<file path="config.mk">
export PLATFORM = sky130hd
export DESIGN_NAME = usb_phy_top
export DESIGN_NICKNAME = d
export VERILOG_FILES = /design/src/usb_phy_pkg.sv /design/src/usb_tx_bit_if.sv /design/src/usb_line_sync.sv /design/src/usb_dpll.sv /design/src/usb_tx_ctrl.sv /design/src/usb_tx_serializer.sv /design/src/usb_bus_reset_det.sv /design/src/usb_phy_top.sv
export SDC_FILE = /design/constraint.sdc
export NUM_CORES = 1
export LEC_CHECK = 0
export ABC_AREA = 1
export BUFFER_PORTS_ARGS = -buffer_cell sky130_fd_sc_hd__buf_2
export CAP_MARGIN = 20
export CORE_MARGIN = 3
export CORE_UTILIZATION = 25
export CTS_CLUSTER_DIAMETER = 30
export DETAILED_ROUTE_END_ITERATION = 8
export PLACE_DENSITY = 0.49
export SLEW_MARGIN = 0
export SYNTH_ARGS = -nofsm -noshare
export SYNTH_HDL_FRONTEND = slang
export SYNTH_SLANG_ARGS = --single-unit
</file>
<file path="constraint.sdc">
create_clock -name usb_rx_phy_clk -period 1.05 [get_ports usb_rx_phy_clk]
set_input_delay 0.21 -clock usb_rx_phy_clk [delete_from_list [all_inputs] [get_ports usb_rx_phy_clk]]
set_output_delay 0.21 -clock usb_rx_phy_clk [all_outputs]
set_load 0.02 [all_outputs]
</file>
<file path="src/usb_phy_pkg.sv">
`default_nettype none

package usb_phy_pkg;

	// One byte on the UTMI transmit port
	typedef logic [7:0] byte_t;

	// Transmit controller states
	typedef enum logic [2:0]
	{
		IDLE = 3'd0,
		SOP  = 3'd1,
		DATA = 3'd2,
		EOP1 = 3'd3,
		EOP2 = 3'd4,
		WAIT = 3'd5
	} tx_state_e;

	// DPLL phases, P1 emits the bit enable and is the reset phase
	typedef enum logic [1:0]
	{
		DPLL_P0 = 2'd0,
		DPLL_P1 = 2'd1,
		DPLL_P2 = 2'd2,
		DPLL_P3 = 2'd3
	} dpll_state_e;

	// Bit 1 is D-, bit 0 is D+
	typedef logic [1:0] line_state_t;

	localparam line_state_t LS_SE0 = 2'b00;

	// Sync pattern, sent LSB first as KJKJKJKK
	localparam byte_t SYNC_BYTE = 8'h80;

	// Ones in a row before a stuffed zero
	localparam int unsigned STUFF_LIMIT = 6;

	localparam int unsigned BIT_CNT_W = 3;
	localparam int unsigned RST_CNT_W_DEFAULT = 5;

endpackage

`default_nettype wire

</file>
<file path="src/usb_tx_bit_if.sv">
`timescale 1ns/1ps
`default_nettype none

interface usb_tx_bit_if;

	logic               tx_ip;
	usb_phy_pkg::byte_t hold_byte;
	logic               ld_eop;
	logic               sft_done;
	logic               eop_done;

	// Controller side of the byte to bit handoff
	modport ctrl_mp
	(
		output tx_ip,
		output hold_byte,
		output ld_eop,
		input  sft_done,
		input  eop_done
	);

	// Serializer side
	modport ser_mp
	(
		input  tx_ip,
		input  hold_byte,
		input  ld_eop,
		output sft_done,
		output eop_done
	);

endinterface

`default_nettype wire

</file>
<file path="src/usb_line_sync.sv">
`timescale 1ns/1ps
`default_nettype none

module usb_line_sync
(
	input  wire                      usb_rx_phy_clk,
	input  wire                      rxd_i,
	input  wire                      rxdp_i,
	input  wire                      rxdn_i,
	output logic                     rxd_s_o,
	output usb_phy_pkg::line_state_t line_state_o
);

	// Pin order in the sync vectors is {rxdn, rxdp, rxd}
	logic [2:0] pin_s0;
	logic [2:0] pin_s1;
	logic       rxd_flt;

	//////////////////////////////////////////////////////////////////////
	//
	// Input synchronizers
	//

	always_ff @(posedge usb_rx_phy_clk)
	begin
		pin_s0 <= {rxdn_i, rxdp_i, rxd_i};
		pin_s1 <= pin_s0;
	end

	//////////////////////////////////////////////////////////////////////
	//
	// Glitch filter
	//

	// Only move when both stages agree, otherwise hold
	always_ff @(posedge usb_rx_phy_clk)
	begin
		if (pin_s0[0] && pin_s1[0])
			rxd_flt <= 1'b1;
		else if (!pin_s0[0] && !pin_s1[0])
			rxd_flt <= 1'b0;
	end

	assign rxd_s_o = rxd_flt;

	// D- and D+ straight from the second stage
	assign line_state_o = pin_s1[2:1];

endmodule

`default_nettype wire

</file>
<file path="src/usb_dpll.sv">
`timescale 1ns/1ps
`default_nettype none

module usb_dpll
(
	input  wire  usb_rx_phy_clk,
	input  wire  usb_tx_phy_rst,
	input  wire  rxd_s_i,
	input  wire  lock_en_i,
	output logic fs_ce_o
);

	logic                     lock_en;
	logic                     rxd_r;
	logic                     jump;
	usb_phy_pkg::dpll_state_e state;
	usb_phy_pkg::dpll_state_e next_state;
	logic                     fs_ce_d;
	logic                     fs_ce_r1;
	logic                     fs_ce_r2;

	// Edge detector on the filtered rxd
	always_ff @(posedge usb_rx_phy_clk or negedge usb_tx_phy_rst)
	begin
		if (!usb_tx_phy_rst)
		begin
			lock_en <= 1'b0;
			rxd_r <= 1'b0;
		end
		else
		begin
			lock_en <= lock_en_i;
			rxd_r <= rxd_s_i;
		end
	end

	// Only track the line while the transmitter is off
	assign jump = lock_en && (rxd_r != rxd_s_i);

	//////////////////////////////////////////////////////////////////////
	//
	// Four phase DPLL
	//

	always_ff @(posedge usb_rx_phy_clk or negedge usb_tx_phy_rst)
	begin
		if (!usb_tx_phy_rst)
			state <= usb_phy_pkg::DPLL_P1;
		else
			state <= next_state;
	end

	always_comb
	begin
		fs_ce_d = 1'b0;
		next_state = state;
		case (state)
			usb_phy_pkg::DPLL_P0:
				next_state = jump ? usb_phy_pkg::DPLL_P0 : usb_phy_pkg::DPLL_P1;
			usb_phy_pkg::DPLL_P1:
			begin
				fs_ce_d = 1'b1;
				next_state = jump ? usb_phy_pkg::DPLL_P3 : usb_phy_pkg::DPLL_P2;
			end
			usb_phy_pkg::DPLL_P2:
				next_state = jump ? usb_phy_pkg::DPLL_P0 : usb_phy_pkg::DPLL_P3;
			default:
				next_state = usb_phy_pkg::DPLL_P0;
		endcase
	end

	// Three flops make up for the input sync so the enable lands mid bit
	always_ff @(posedge usb_rx_phy_clk or negedge usb_tx_phy_rst)
	begin
		if (!usb_tx_phy_rst)
		begin
			fs_ce_r1 <= 1'b0;
			fs_ce_r2 <= 1'b0;
			fs_ce_o <= 1'b0;
		end
		else
		begin
			fs_ce_r1 <= fs_ce_d;
			fs_ce_r2 <= fs_ce_r1;
			fs_ce_o <= fs_ce_r2;
		end
	end

endmodule

`default_nettype wire

</file>
<file path="src/usb_tx_ctrl.sv">
`timescale 1ns/1ps
`default_nettype none

module usb_tx_ctrl
(
	input  wire                usb_rx_phy_clk,
	input  wire                usb_tx_phy_rst,
	input  wire                fs_ce_i,
	input  wire                tx_valid_i,
	input  usb_phy_pkg::byte_t data_out_i,
	output logic               tx_ready_o,
	usb_tx_bit_if.ctrl_mp      bus
);

	usb_phy_pkg::tx_state_e state;
	usb_phy_pkg::tx_state_e next_state;
	logic                   tx_ready_d;
	logic                   ld_sop_d;
	logic                   ld_data_d;
	logic                   ld_eop_d;
	logic                   ld_data;
	logic                   data_done;
	logic                   tx_ip;
	usb_phy_pkg::byte_t     hold_reg;

	assign bus.tx_ip = tx_ip;
	assign bus.hold_byte = hold_reg;
	assign bus.ld_eop = ld_eop_d;

	//////////////////////////////////////////////////////////////////////
	//
	// Handshake and flags
	//

	always_ff @(posedge usb_rx_phy_clk or negedge usb_tx_phy_rst)
	begin
		if (!usb_tx_phy_rst)
		begin
			tx_ready_o <= 1'b0;
			ld_data <= 1'b0;
			tx_ip <= 1'b0;
			data_done <= 1'b0;
		end
		else
		begin
			tx_ready_o <= tx_ready_d & tx_valid_i;
			ld_data <= ld_data_d;
			if (ld_sop_d)
				tx_ip <= 1'b1;
			else if (bus.eop_done)
				tx_ip <= 1'b0;
			// Stays up while the host keeps TxValid high
			if (tx_valid_i && !tx_ip)
				data_done <= 1'b1;
			else if (!tx_valid_i)
				data_done <= 1'b0;
		end
	end

	// Hold register, sync first then each accepted byte
	always_ff @(posedge usb_rx_phy_clk)
	begin
		if (ld_sop_d)
			hold_reg <= usb_phy_pkg::SYNC_BYTE;
		else if (ld_data)
			hold_reg <= data_out_i;
	end

	//////////////////////////////////////////////////////////////////////
	//
	// Transmit FSM
	//

	always_ff @(posedge usb_rx_phy_clk or negedge usb_tx_phy_rst)
	begin
		if (!usb_tx_phy_rst)
			state <= usb_phy_pkg::IDLE;
		else
			state <= next_state;
	end

	always_comb
	begin
		next_state = state;
		tx_ready_d = 1'b0;
		ld_sop_d = 1'b0;
		ld_data_d = 1'b0;
		ld_eop_d = 1'b0;
		case (state)
			usb_phy_pkg::IDLE:
				if (tx_valid_i)
				begin
					ld_sop_d = 1'b1;
					next_state = usb_phy_pkg::SOP;
				end
			usb_phy_pkg::SOP:
				if (bus.sft_done)
				begin
					tx_ready_d = 1'b1;
					ld_data_d = 1'b1;
					next_state = usb_phy_pkg::DATA;
				end
			usb_phy_pkg::DATA:
				if (bus.sft_done && data_done)
				begin
					tx_ready_d = 1'b1;
					ld_data_d = 1'b1;
				end
				else if (bus.sft_done)
				begin
					ld_eop_d = 1'b1;
					next_state = usb_phy_pkg::EOP1;
				end
			usb_phy_pkg::EOP1:
				if (bus.eop_done)
					next_state = usb_phy_pkg::EOP2;
			usb_phy_pkg::EOP2:
				if (!bus.eop_done && fs_ce_i)
					next_state = usb_phy_pkg::WAIT;
			usb_phy_pkg::WAIT:
				if (fs_ce_i)
					next_state = usb_phy_pkg::IDLE;
			default:
				next_state = usb_phy_pkg::IDLE;
		endcase
	end

endmodule

`default_nettype wire

</file>
<file path="src/usb_tx_serializer.sv">
`timescale 1ns/1ps
`default_nettype none

module usb_tx_serializer
(
	input  wire          usb_rx_phy_clk,
	input  wire          usb_tx_phy_rst,
	input  wire          fs_ce_i,
	input  wire          phy_mode_i,
	output logic         txdp_o,
	output logic         txdn_o,
	output logic         txoe_o,
	usb_tx_bit_if.ser_mp bus
);

	typedef logic [usb_phy_pkg::BIT_CNT_W-1:0] bit_cnt_t;

	logic               tx_ip_sync;
	usb_phy_pkg::byte_t hold_reg_d;
	bit_cnt_t           bit_cnt;
	logic               sd_raw;
	logic               sft_done;
	logic               sft_done_r;
	logic [2:0]         one_cnt;
	logic               stuff;
	logic               sd_bs;
	logic               sd_nrzi;
	logic               append_eop;
	logic [4:1]         eop_sync;
	logic               txoe_r1;
	logic               txoe_r2;

	assign stuff = (one_cnt == 3'(usb_phy_pkg::STUFF_LIMIT));
	assign bus.sft_done = sft_done & !sft_done_r;
	assign bus.eop_done = eop_sync[3];

	//////////////////////////////////////////////////////////////////////
	//
	// Shifter and bit stuffer
	//

	always_ff @(posedge usb_rx_phy_clk)
	begin
		hold_reg_d <= bus.hold_byte;
		if (!tx_ip_sync)
			sd_raw <= 1'b0;
		else
			sd_raw <= hold_reg_d[bit_cnt];
	end

	always_ff @(posedge usb_rx_phy_clk or negedge usb_tx_phy_rst)
	begin
		if (!usb_tx_phy_rst)
		begin
			tx_ip_sync <= 1'b0;
			bit_cnt <= '0;
			one_cnt <= '0;
			sd_bs <= 1'b0;
			sft_done <= 1'b0;
			sft_done_r <= 1'b0;
		end
		else
		begin
			sft_done <= !stuff && (bit_cnt == '1);
			sft_done_r <= sft_done;
			if (fs_ce_i)
				tx_ip_sync <= bus.tx_ip;
			if (!tx_ip_sync)
			begin
				bit_cnt <= '0;
				one_cnt <= '0;
			end
			else if (fs_ce_i)
			begin
				// Counter waits while the stuffed zero goes out
				if (!stuff)
					bit_cnt <= bit_cnt + bit_cnt_t'(1);
				one_cnt <= (!sd_raw || stuff) ? 3'd0 : one_cnt + 3'd1;
			end
			if (fs_ce_i)
				sd_bs <= tx_ip_sync && !stuff && sd_raw;
		end
	end

	//////////////////////////////////////////////////////////////////////
	//
	// NRZI encoder and EOP
	//

	always_ff @(posedge usb_rx_phy_clk or negedge usb_tx_phy_rst)
	begin
		if (!usb_tx_phy_rst)
		begin
			sd_nrzi <= 1'b1;
			append_eop <= 1'b0;
			eop_sync <= '0;
		end
		else
		begin
			// Idle level is J, a zero toggles the line
			if (!tx_ip_sync || !txoe_r1)
				sd_nrzi <= 1'b1;
			else if (fs_ce_i && !sd_bs)
				sd_nrzi <= !sd_nrzi;
			if (bus.ld_eop)
				append_eop <= 1'b1;
			else if (eop_sync[2])
				append_eop <= 1'b0;
			if (fs_ce_i)
			begin
				eop_sync[1] <= append_eop;
				eop_sync[2] <= eop_sync[1];
				// Stretch so SE0 is always two bits
				eop_sync[3] <= eop_sync[2] | (eop_sync[3] & !eop_sync[4]);
				eop_sync[4] <= eop_sync[3];
			end
		end
	end

	//////////////////////////////////////////////////////////////////////
	//
	// Output enable and pin registers
	//

	always_ff @(posedge usb_rx_phy_clk or negedge usb_tx_phy_rst)
	begin
		if (!usb_tx_phy_rst)
		begin
			txoe_r1 <= 1'b0;
			txoe_r2 <= 1'b0;
			txoe_o <= 1'b1;
			txdp_o <= 1'b1;
			txdn_o <= 1'b0;
		end
		else if (fs_ce_i)
		begin
			txoe_r1 <= tx_ip_sync;
			txoe_r2 <= txoe_r1;
			txoe_o <= !(txoe_r1 | txoe_r2);
			if (phy_mode_i)
			begin
				// Differential J/K, both low for SE0
				txdp_o <= !eop_sync[3] & sd_nrzi;
				txdn_o <= !eop_sync[3] & !sd_nrzi;
			end
			else
			begin
				txdp_o <= sd_nrzi;
				txdn_o <= eop_sync[3];
			end
		end
	end

endmodule

`default_nettype wire

</file>
<file path="src/usb_bus_reset_det.sv">
`timescale 1ns/1ps
`default_nettype none

module usb_bus_reset_det
#(
	parameter int RST_CNT_W = usb_phy_pkg::RST_CNT_W_DEFAULT
)
(
	input  wire                      usb_rx_phy_clk,
	input  wire                      usb_tx_phy_rst,
	input  wire                      fs_ce_i,
	input  usb_phy_pkg::line_state_t line_state_i,
	output logic                     usb_rst_o
);

	logic [RST_CNT_W-1:0] rst_cnt;

	// Count bit times of SE0, freeze once reset is flagged
	always_ff @(posedge usb_rx_phy_clk or negedge usb_tx_phy_rst)
	begin
		if (!usb_tx_phy_rst)
		begin
			rst_cnt <= '0;
			usb_rst_o <= 1'b0;
		end
		else
		begin
			if (line_state_i != usb_phy_pkg::LS_SE0)
				rst_cnt <= '0;
			else if (!usb_rst_o && fs_ce_i)
				rst_cnt <= rst_cnt + RST_CNT_W'(1);
			usb_rst_o <= &rst_cnt;
		end
	end

endmodule

`default_nettype wire

</file>
<file path="src/usb_phy_top.sv">
`timescale 1ns/1ps
`default_nettype none

module usb_phy_top
#(
	parameter int RST_CNT_W = usb_phy_pkg::RST_CNT_W_DEFAULT
)
(
	input  wire         usb_rx_phy_clk,
	input  wire         usb_tx_phy_rst,
	input  wire         phy_tx_mode_i,
	input  wire         rxd_i,
	input  wire         rxdp_i,
	input  wire         rxdn_i,
	input  wire  [7:0]  data_out_i,
	input  wire         tx_valid_i,
	output logic        tx_ready_o,
	output logic        txdp_o,
	output logic        txdn_o,
	output logic        txoe_o,
	output logic [1:0]  line_state_o,
	output logic        usb_rst_o
);

	logic fs_ce;
	logic rxd_s;

	usb_tx_bit_if u_tx_bit ();

	//////////////////////////////////////////////////////////////////////
	//
	// Line side and bit clock
	//

	usb_line_sync u_line_sync (
		.usb_rx_phy_clk (usb_rx_phy_clk),
		.rxd_i          (rxd_i),
		.rxdp_i         (rxdp_i),
		.rxdn_i         (rxdn_i),
		.rxd_s_o        (rxd_s),
		.line_state_o   (line_state_o)
	);

	// Locks only while txoe is high
	usb_dpll u_dpll (
		.usb_rx_phy_clk (usb_rx_phy_clk),
		.usb_tx_phy_rst (usb_tx_phy_rst),
		.rxd_s_i        (rxd_s),
		.lock_en_i      (txoe_o),
		.fs_ce_o        (fs_ce)
	);

	//////////////////////////////////////////////////////////////////////
	//
	// Transmit path
	//

	usb_tx_ctrl u_tx_ctrl (
		.usb_rx_phy_clk (usb_rx_phy_clk),
		.usb_tx_phy_rst (usb_tx_phy_rst),
		.fs_ce_i        (fs_ce),
		.tx_valid_i     (tx_valid_i),
		.data_out_i     (data_out_i),
		.tx_ready_o     (tx_ready_o),
		.bus            (u_tx_bit.ctrl_mp)
	);

	usb_tx_serializer u_tx_serializer (
		.usb_rx_phy_clk (usb_rx_phy_clk),
		.usb_tx_phy_rst (usb_tx_phy_rst),
		.fs_ce_i        (fs_ce),
		.phy_mode_i     (phy_tx_mode_i),
		.txdp_o         (txdp_o),
		.txdn_o         (txdn_o),
		.txoe_o         (txoe_o),
		.bus            (u_tx_bit.ser_mp)
	);

	usb_bus_reset_det #(
		.RST_CNT_W (RST_CNT_W)
	) u_bus_reset_det (
		.usb_rx_phy_clk (usb_rx_phy_clk),
		.usb_tx_phy_rst (usb_tx_phy_rst),
		.fs_ce_i        (fs_ce),
		.line_state_i   (line_state_o),
		.usb_rst_o      (usb_rst_o)
	);

endmodule

`default_nettype wire

</file>
==> results of run 1 <==
## flip-flops by register name (all words and copies together), names as in the netlist, 2 cells and up
register                    cells
u_tx_ctrl.bus.hold_byte         8
u_tx_serializer.hold_reg_d      8
u_bus_reset_det.rst_cnt         5
u_tx_serializer.eop_sync        4
u_line_sync.pin_s0              3
u_line_sync.pin_s1              3
u_tx_ctrl.state                 3
u_tx_serializer.bit_cnt         3
u_tx_serializer.one_cnt         3
u_dpll.state                    2
## placed cells by master, fill, tap and decap left out, types with 3 or more instances in the layout
cell type and count:
sky130_fd_sc_hd__dfrtp_1 34, sky130_fd_sc_hd__clkbuf_8 10, sky130_fd_sc_hd__a21oi_2 4, sky130_fd_sc_hd__nand2_2 8, sky130_fd_sc_hd__nor2_4 6, sky130_fd_sc_hd__nor2_2 3
sky130_fd_sc_hd__o21ai_0 12, sky130_fd_sc_hd__buf_2 14, sky130_fd_sc_hd__nand2_4 5, sky130_fd_sc_hd__nand2_1 64, sky130_fd_sc_hd__buf_4 25, sky130_fd_sc_hd__nand3_2 4
sky130_fd_sc_hd__a21oi_1 5, sky130_fd_sc_hd__dfstp_2 4, sky130_fd_sc_hd__nor2_1 9, sky130_fd_sc_hd__dfxtp_1 22, sky130_fd_sc_hd__buf_6 15, sky130_fd_sc_hd__nand3_1 15
sky130_fd_sc_hd__o21ai_1 10, sky130_fd_sc_hd__nand4_1 4, sky130_fd_sc_hd__dfrtp_2 3, sky130_fd_sc_hd__dlygate4sd3_1 4, sky130_fd_sc_hd__inv_1 24, sky130_fd_sc_hd__inv_2 6
## logic make-up after synthesis
kind of cell,count (synthesis)
XOR/XNOR,2
buffers and inverters,37
adder cells (fa/ha/maj),7
AO/OA/AOI/OAI,38
AND/OR/NAND/NOR,120
flip-flops,65
## area by class of cell
type / instances / area, um^2 / area share
Sequential cell: 65 / 1520 / 0.431
Clock inverter: 4 / 30.0 / 0.00852
Timing Repair Buffer: 60 / 502 / 0.142
Clock buffer: 12 / 188 / 0.0532
Tap cell: 129 / 161 / 0.0458
Inverter: 31 / 119 / 0.0337
Multi-Input combinational cell: 168 / 1010 / 0.286
## power by group
| part | total (uW) | switching (uW) | internal (uW) |
|---|---|---|---|
| Combinational | 2870 | 1540 | 1320 |
| Sequential | 3360 | 356 | 3000 |
| Clock | 2200 | 980 | 1220 |
## what timing repair did
action,in CTS,in global routing
setup endpoints to repair,34,34
pin swaps,19,19
endpoints found under the hold margin,40,0
resized for setup,52,28
cloned,0,1
hold buffers,4,0
setup buffers,6,3
## metal layers
| metal | share of wire | GRT usage |
|---|---|---|
| met5 | 0 | 0 |
| met2 | 0.44 | 0.135 |
| met4 | 0.015 | 0.0361 |
| met1 | 0.50 | 0.123 |
| met3 | 0.042 | 0.0465 |
## per-stage QoR
stage	cells	TNS, ns	util
after detailed placement	439	-2.31	0.313
after global placement	439	-1.97	0.313
after global routing	469	-3.22	0.373
after CTS	465	-1.27	0.358
after floorplan	269	-0.441	-
final	469	-1.50	0.373
## path summary, 6_finish.rpt
check                                                    from                                      end  slack, ns  cells after the start
max                        u_tx_serializer.txdp_o$_DFFE_PN1P_                                   txdp_o      -0.16                      1
min                                             data_out_i[7]  u_tx_ctrl.bus.hold_byte[7]$_SDFFE_PP1P_       0.09                      3
max reg2reg                    u_tx_ctrl.state[0]$_DFFE_PN0P_              u_tx_ctrl.ld_data$_DFF_PN0_      -0.15                      6
min reg2reg                     u_line_sync.pin_s0[1]$_DFF_P_            u_line_sync.pin_s1[1]$_DFF_P_       0.33                      0
max in group asynchronous                      usb_tx_phy_rst                u_dpll.state[0]$_DFF_PN1_       0.43                      3
min in group asynchronous                      usb_tx_phy_rst                 u_dpll.lock_en$_DFF_PN0_       0.36                      3
==> reports/results.ini, run 1 <==
[place]
detailed_place_hpwl_um = 3190
place.port_buffers = 21
place.gp.congestion = 0.760
post_dp_cell_area_um2 = 2960
place_ws_ns = -0.163

[drt]
dr.first_iter.drc_count = 56
route.detailed.vias_per_inst = 4.02
antenna_left = 0
routed_wire_length_per_instance_um = 10.6
postRouteWirelength_um = 4970
drt_pass1_iterations = 4
drt_drc = 0
vias = 1886

[synth]
synth-simple-area-share = 0.212
postSynthCellCount = 269
synth_ff_type = sky130_fd_sc_hd__dfrtp_1
synth_sequential_area_ratio = 0.606
synthesis.nets = 290
synth_enable_flop_cells = 0
synth-warning-count = 0
synthAdderAreaFrac = 0.0341
yosys-top-cells-area = sky130_fd_sc_hd__dfrtp_1 37%, sky130_fd_sc_hd__dfxtp_1 19%, sky130_fd_sc_hd__nand2_1 11%, sky130_fd_sc_hd__o21ai_0 4.8%, sky130_fd_sc_hd__inv_1 4.5%
fraction_of_the_mapped_netlist_area_in_compound_gates = 0.0818
synth.area.mux_share = 0
synth-async-reset-ratio = 0.631
synthDominantAreaCellType = sky130_fd_sc_hd__dfrtp_1
yosys_register_bits = 65
synthXorXnorAreaFrac = 0.00703
syn_avg_cell_area_um2 = 9.27
mappedNetlistArea_um2 = 2490
count_of_distinct_cell_types_in_the_synthesized_netlist = 26
combinational_family_with_the_most_area_after_synthesis = simple AND/OR/NAND/NOR gates
synthDominantCellAreaShare = 0.371
synth.most_common_cell = sky130_fd_sc_hd__nand2_1
synth_top_cells_by_count = 71 x sky130_fd_sc_hd__nand2_1, 37 x sky130_fd_sc_hd__dfrtp_1, 30 x sky130_fd_sc_hd__inv_1

[floorplanning]
die_x_um = 106
placement_rows = 35
pin_count = 22
coreArea_um2 = 9460
die_area_um2 = 11200
initial_utilization = 0.263
dieHeight_um = 106

[grt]
groute.usage.overall = 0.0949
maximum_number_of_pins_on_one_net_before_global_route_repair = 42
antenna_found_initial = 0
grt_pass1_wl_um = 8280
gr-total-overflow = 0
grt_pass1_vias = 1830

[run_status]
status = finished, violations left
violations = setup timing

[sta]
fin_skew_ns = 0.00801
hold_violations = 0
drv_slew = 0
fin_worst_hold_slack_ns = 0.0886
fraction_of_the_cycle_the_final_worst_path_needs = 1.15
worstMarginPinSlew_ns = 0.241
max_slew_margin = 0.839
setup_repair_after_global_routing_missed_its_margin = true
max_freq_mhz = 830
period_minus_slack_ns = 1.21
timing.final.setup_violations = 22
setup_slack_ns = -0.155

[worst_hold_path]
hold_path.class = in -> reg

[cts]
worst_skew_pair.late_latency_ns = 0.34
cts_sinks = 65
cts_tree = yes
cts.htree.levels = 3
reg_clk_slew_reported_paths_ns = 0.08
clock_tree.root_cell = sky130_fd_sc_hd__clkbuf_8
cts-root-to-sink-buffers = 2
cts_inserted_buffers = 9

[finish]
finish.net_count = 356
number_of_fillers_in_the_final_layout = 976
drive_above_1_share = 0.371
diodes = 0
final_cell_area_um2 = 3520
synthToLayoutAreaGrowth_pct = 41.4

[job]
maxCapViolCount = 0

[critical_path]
critical_path.cell_chain = buf_6
timing.setup.critical_path_class = reg -> out
timing.critical_path.max_delay_family = flip-flops
required_ns = 0.84
worst_setup_path_end_kind = primary output
critPathMaxFanout = 2
worst-path-buf-inv = 1
timing.critical_path.slowest_cell_delay_ns = 0.54
critPathArrivalTime_ns = 1.00
kind_of_launch_point_of_the_worst_setup_path = flip-flop
critical-path-slowest-cell = sky130_fd_sc_hd__dfstp_2

[power_and_ir_drop]
pwr_density_cell_nw_per_um2 = 2390
static-leakage-power_uw = 0.00170
totalPowerFinal_uw = 8420
peakVddDrop_uv = 776

No activity file was read; power rests on OpenSTA's default activity.
==> run 2: changes to the inputs <==
Settings changed: SETUP_SLACK_MARGIN set to 0.1.
==> run 2 against run 1 <==
  * The run still ends with setup timing left
  * Die area unchanged
  * Sequential share of layout area shrank 2.7 points
  * Combinational power rose by 23%
  * Critical path type unchanged
==> reports/results.ini, run 2 (synthesis gave the netlist of run 1 again) <==
[run_status]
status = finished, violations left
violations = setup timing

[place]
place_ws_ns = -0.142
place.port_buffers = 21
place.gp.congestion = 0.734
detailed_place_hpwl_um = 3350

[drt]
drt_drc = 0
dr.first_iter.drc_count = 55
postRouteWirelength_um = 5310
antenna_left = 0
route.detailed.vias_per_inst = 4.10
vias = 1970
routed_wire_length_per_instance_um = 11.0
drt_pass1_iterations = 4

[critical_path]
required_ns = 0.84
timing.critical_path.slowest_cell_delay_ns = 0.55
timing.critical_path.max_delay_family = flip-flops
critPathMaxFanout = 2
worst_setup_path_end_kind = primary output
kind_of_launch_point_of_the_worst_setup_path = flip-flop
timing.setup.critical_path_class = reg -> out
critical_path.cell_chain = buf_6
worst-path-buf-inv = 1
critPathArrivalTime_ns = 1.00
critical-path-slowest-cell = sky130_fd_sc_hd__dfstp_2
r2r_slack_ns = -0.13

[cts]
cts.htree.levels = 3
cts-root-to-sink-buffers = 2
clock_tree.root_cell = sky130_fd_sc_hd__clkbuf_8
cts_inserted_buffers = 9
reg_clk_slew_reported_paths_ns = 0.07
cts_sinks = 65
cts_tree = yes
worst_skew_pair.late_latency_ns = 0.34

[sta]
drv_slew = 0
max_freq_mhz = 828
setup_slack_ns = -0.158
timing.final.setup_violations = 25
fin_skew_ns = 0.00664
tns_ns = -1.72
period_minus_slack_ns = 1.21
fraction_of_the_cycle_the_final_worst_path_needs = 1.15
worstMarginPinSlew_ns = 0.238
max_slew_margin = 0.840
setup_repair_after_global_routing_missed_its_margin = true
hold_violations = 0
fin_worst_hold_slack_ns = 0.0874

[grt]
gr-total-overflow = 0
maximum_number_of_pins_on_one_net_before_global_route_repair = 42
antenna_found_initial = 0
grt_pass1_vias = 1978
groute.usage.overall = 0.102
grt_pass1_wl_um = 9090

[floorplanning]
die_area_um2 = 11200
dieHeight_um = 106
initial_utilization = 0.263
die_x_um = 106
placement_rows = 35
coreArea_um2 = 9460
pin_count = 22

[finish]
layout.core_utilization = 0.398
synthToLayoutAreaGrowth_pct = 51.1
finish.net_count = 368
final_cell_mix = 52 x sky130_fd_sc_hd__nand2_1, 33 x sky130_fd_sc_hd__dfrtp_1, 28 x sky130_fd_sc_hd__buf_4
number_of_fillers_in_the_final_layout = 963
diodes = 0
layout_commonest_cell = sky130_fd_sc_hd__nand2_1
drive_above_1_share = 0.480

[power_and_ir_drop]
static-leakage-power_uw = 0.00177
pwr_density_cell_nw_per_um2 = 2370
peakVddDrop_uv = 937

[job]
maxCapViolCount = 0

[worst_hold_path]
hold_path.class = in -> reg

-- run 2: final timing paths --
check	startpoint	end	depth (start not counted)
max in group asynchronous	usb_tx_phy_rst	u_tx_serializer.sd_nrzi$_DFFE_PN1P_	3
min in group asynchronous	usb_tx_phy_rst	u_dpll.state[1]$_DFF_PN0_	3
min	data_out_i[7]	u_tx_ctrl.bus.hold_byte[7]$_SDFFE_PP1P_	3
max reg2reg	u_tx_ctrl.state[0]$_DFFE_PN0P_	u_tx_ctrl.state[0]$_DFFE_PN0P_	8
min reg2reg	u_line_sync.pin_s0[1]$_DFF_P_	u_line_sync.pin_s1[1]$_DFF_P_	0
max	u_tx_serializer.txoe_o$_DFFE_PN1P_	txoe_o	1
-- run 2: metrics by stage --
stage	instance area, um^2	power (uW)	cells
4_1_cts	3500	8290	473
5_1_grt	3760	9510	481
3_5_place_dp	3050	5780	446
2_1_floorplan	2550	4770	269
6_report	3760	8910	481
3_3_place_gp	3050	5750	446
-- run 2: cell type report --
class                      instances  area (um^2)  share of cell area
clock buffer                      13          170              0.0452
multi-input combinational        168         1130               0.301
clock inverter                     3         15.0             0.00399
inverter                          31          121              0.0322
timing repair buffer              72          643               0.171
sequential                        65         1520               0.404
tap                              129          161              0.0429
-- run 2: power breakdown --
part,switching [uW],internal [uW]
Sequential,421,3010
Combinational,1740,1790
Clock,901,1050
Total,3060,5850
-- run 2: worst reg2reg max path: stages (launching register included) --
cell,delay (ns)
sky130_fd_sc_hd__dfrtp_2,0.46
sky130_fd_sc_hd__buf_6,0.14
sky130_fd_sc_hd__nor2_4,0.15
sky130_fd_sc_hd__nand2_4,0.09
sky130_fd_sc_hd__nand2_4,0.07
sky130_fd_sc_hd__nor2_4,0.04
sky130_fd_sc_hd__nand2_2,0.08
sky130_fd_sc_hd__nand2_1,0.05
sky130_fd_sc_hd__nand2_1,0.05
-- run 2: timing repair --
item | 4_1_cts | 5_1_grt
hold buffers | 4 | 0
setup endpoints to repair | 43 | 48
hold endpoints to repair | 40 | 0
pin swaps | 17 | 22
buffers inserted | 6 | 9
gates resized for setup | 59 | 65
gates cloned | 1 | 1
-- run 2: layer usage --
| layer | vias to the layer above | track usage | routed length, um |
|---|---|---|---|
| li1 | 1021 | - | - |
| met1 | 915 | 0.133 | 2610 |
| met2 | 30 | 0.151 | 2440 |
| met3 | 4 | 0.0386 | 216 |
| met4 | 0 | 0.0416 | 43 |
| met5 | - | 0 | 0 |
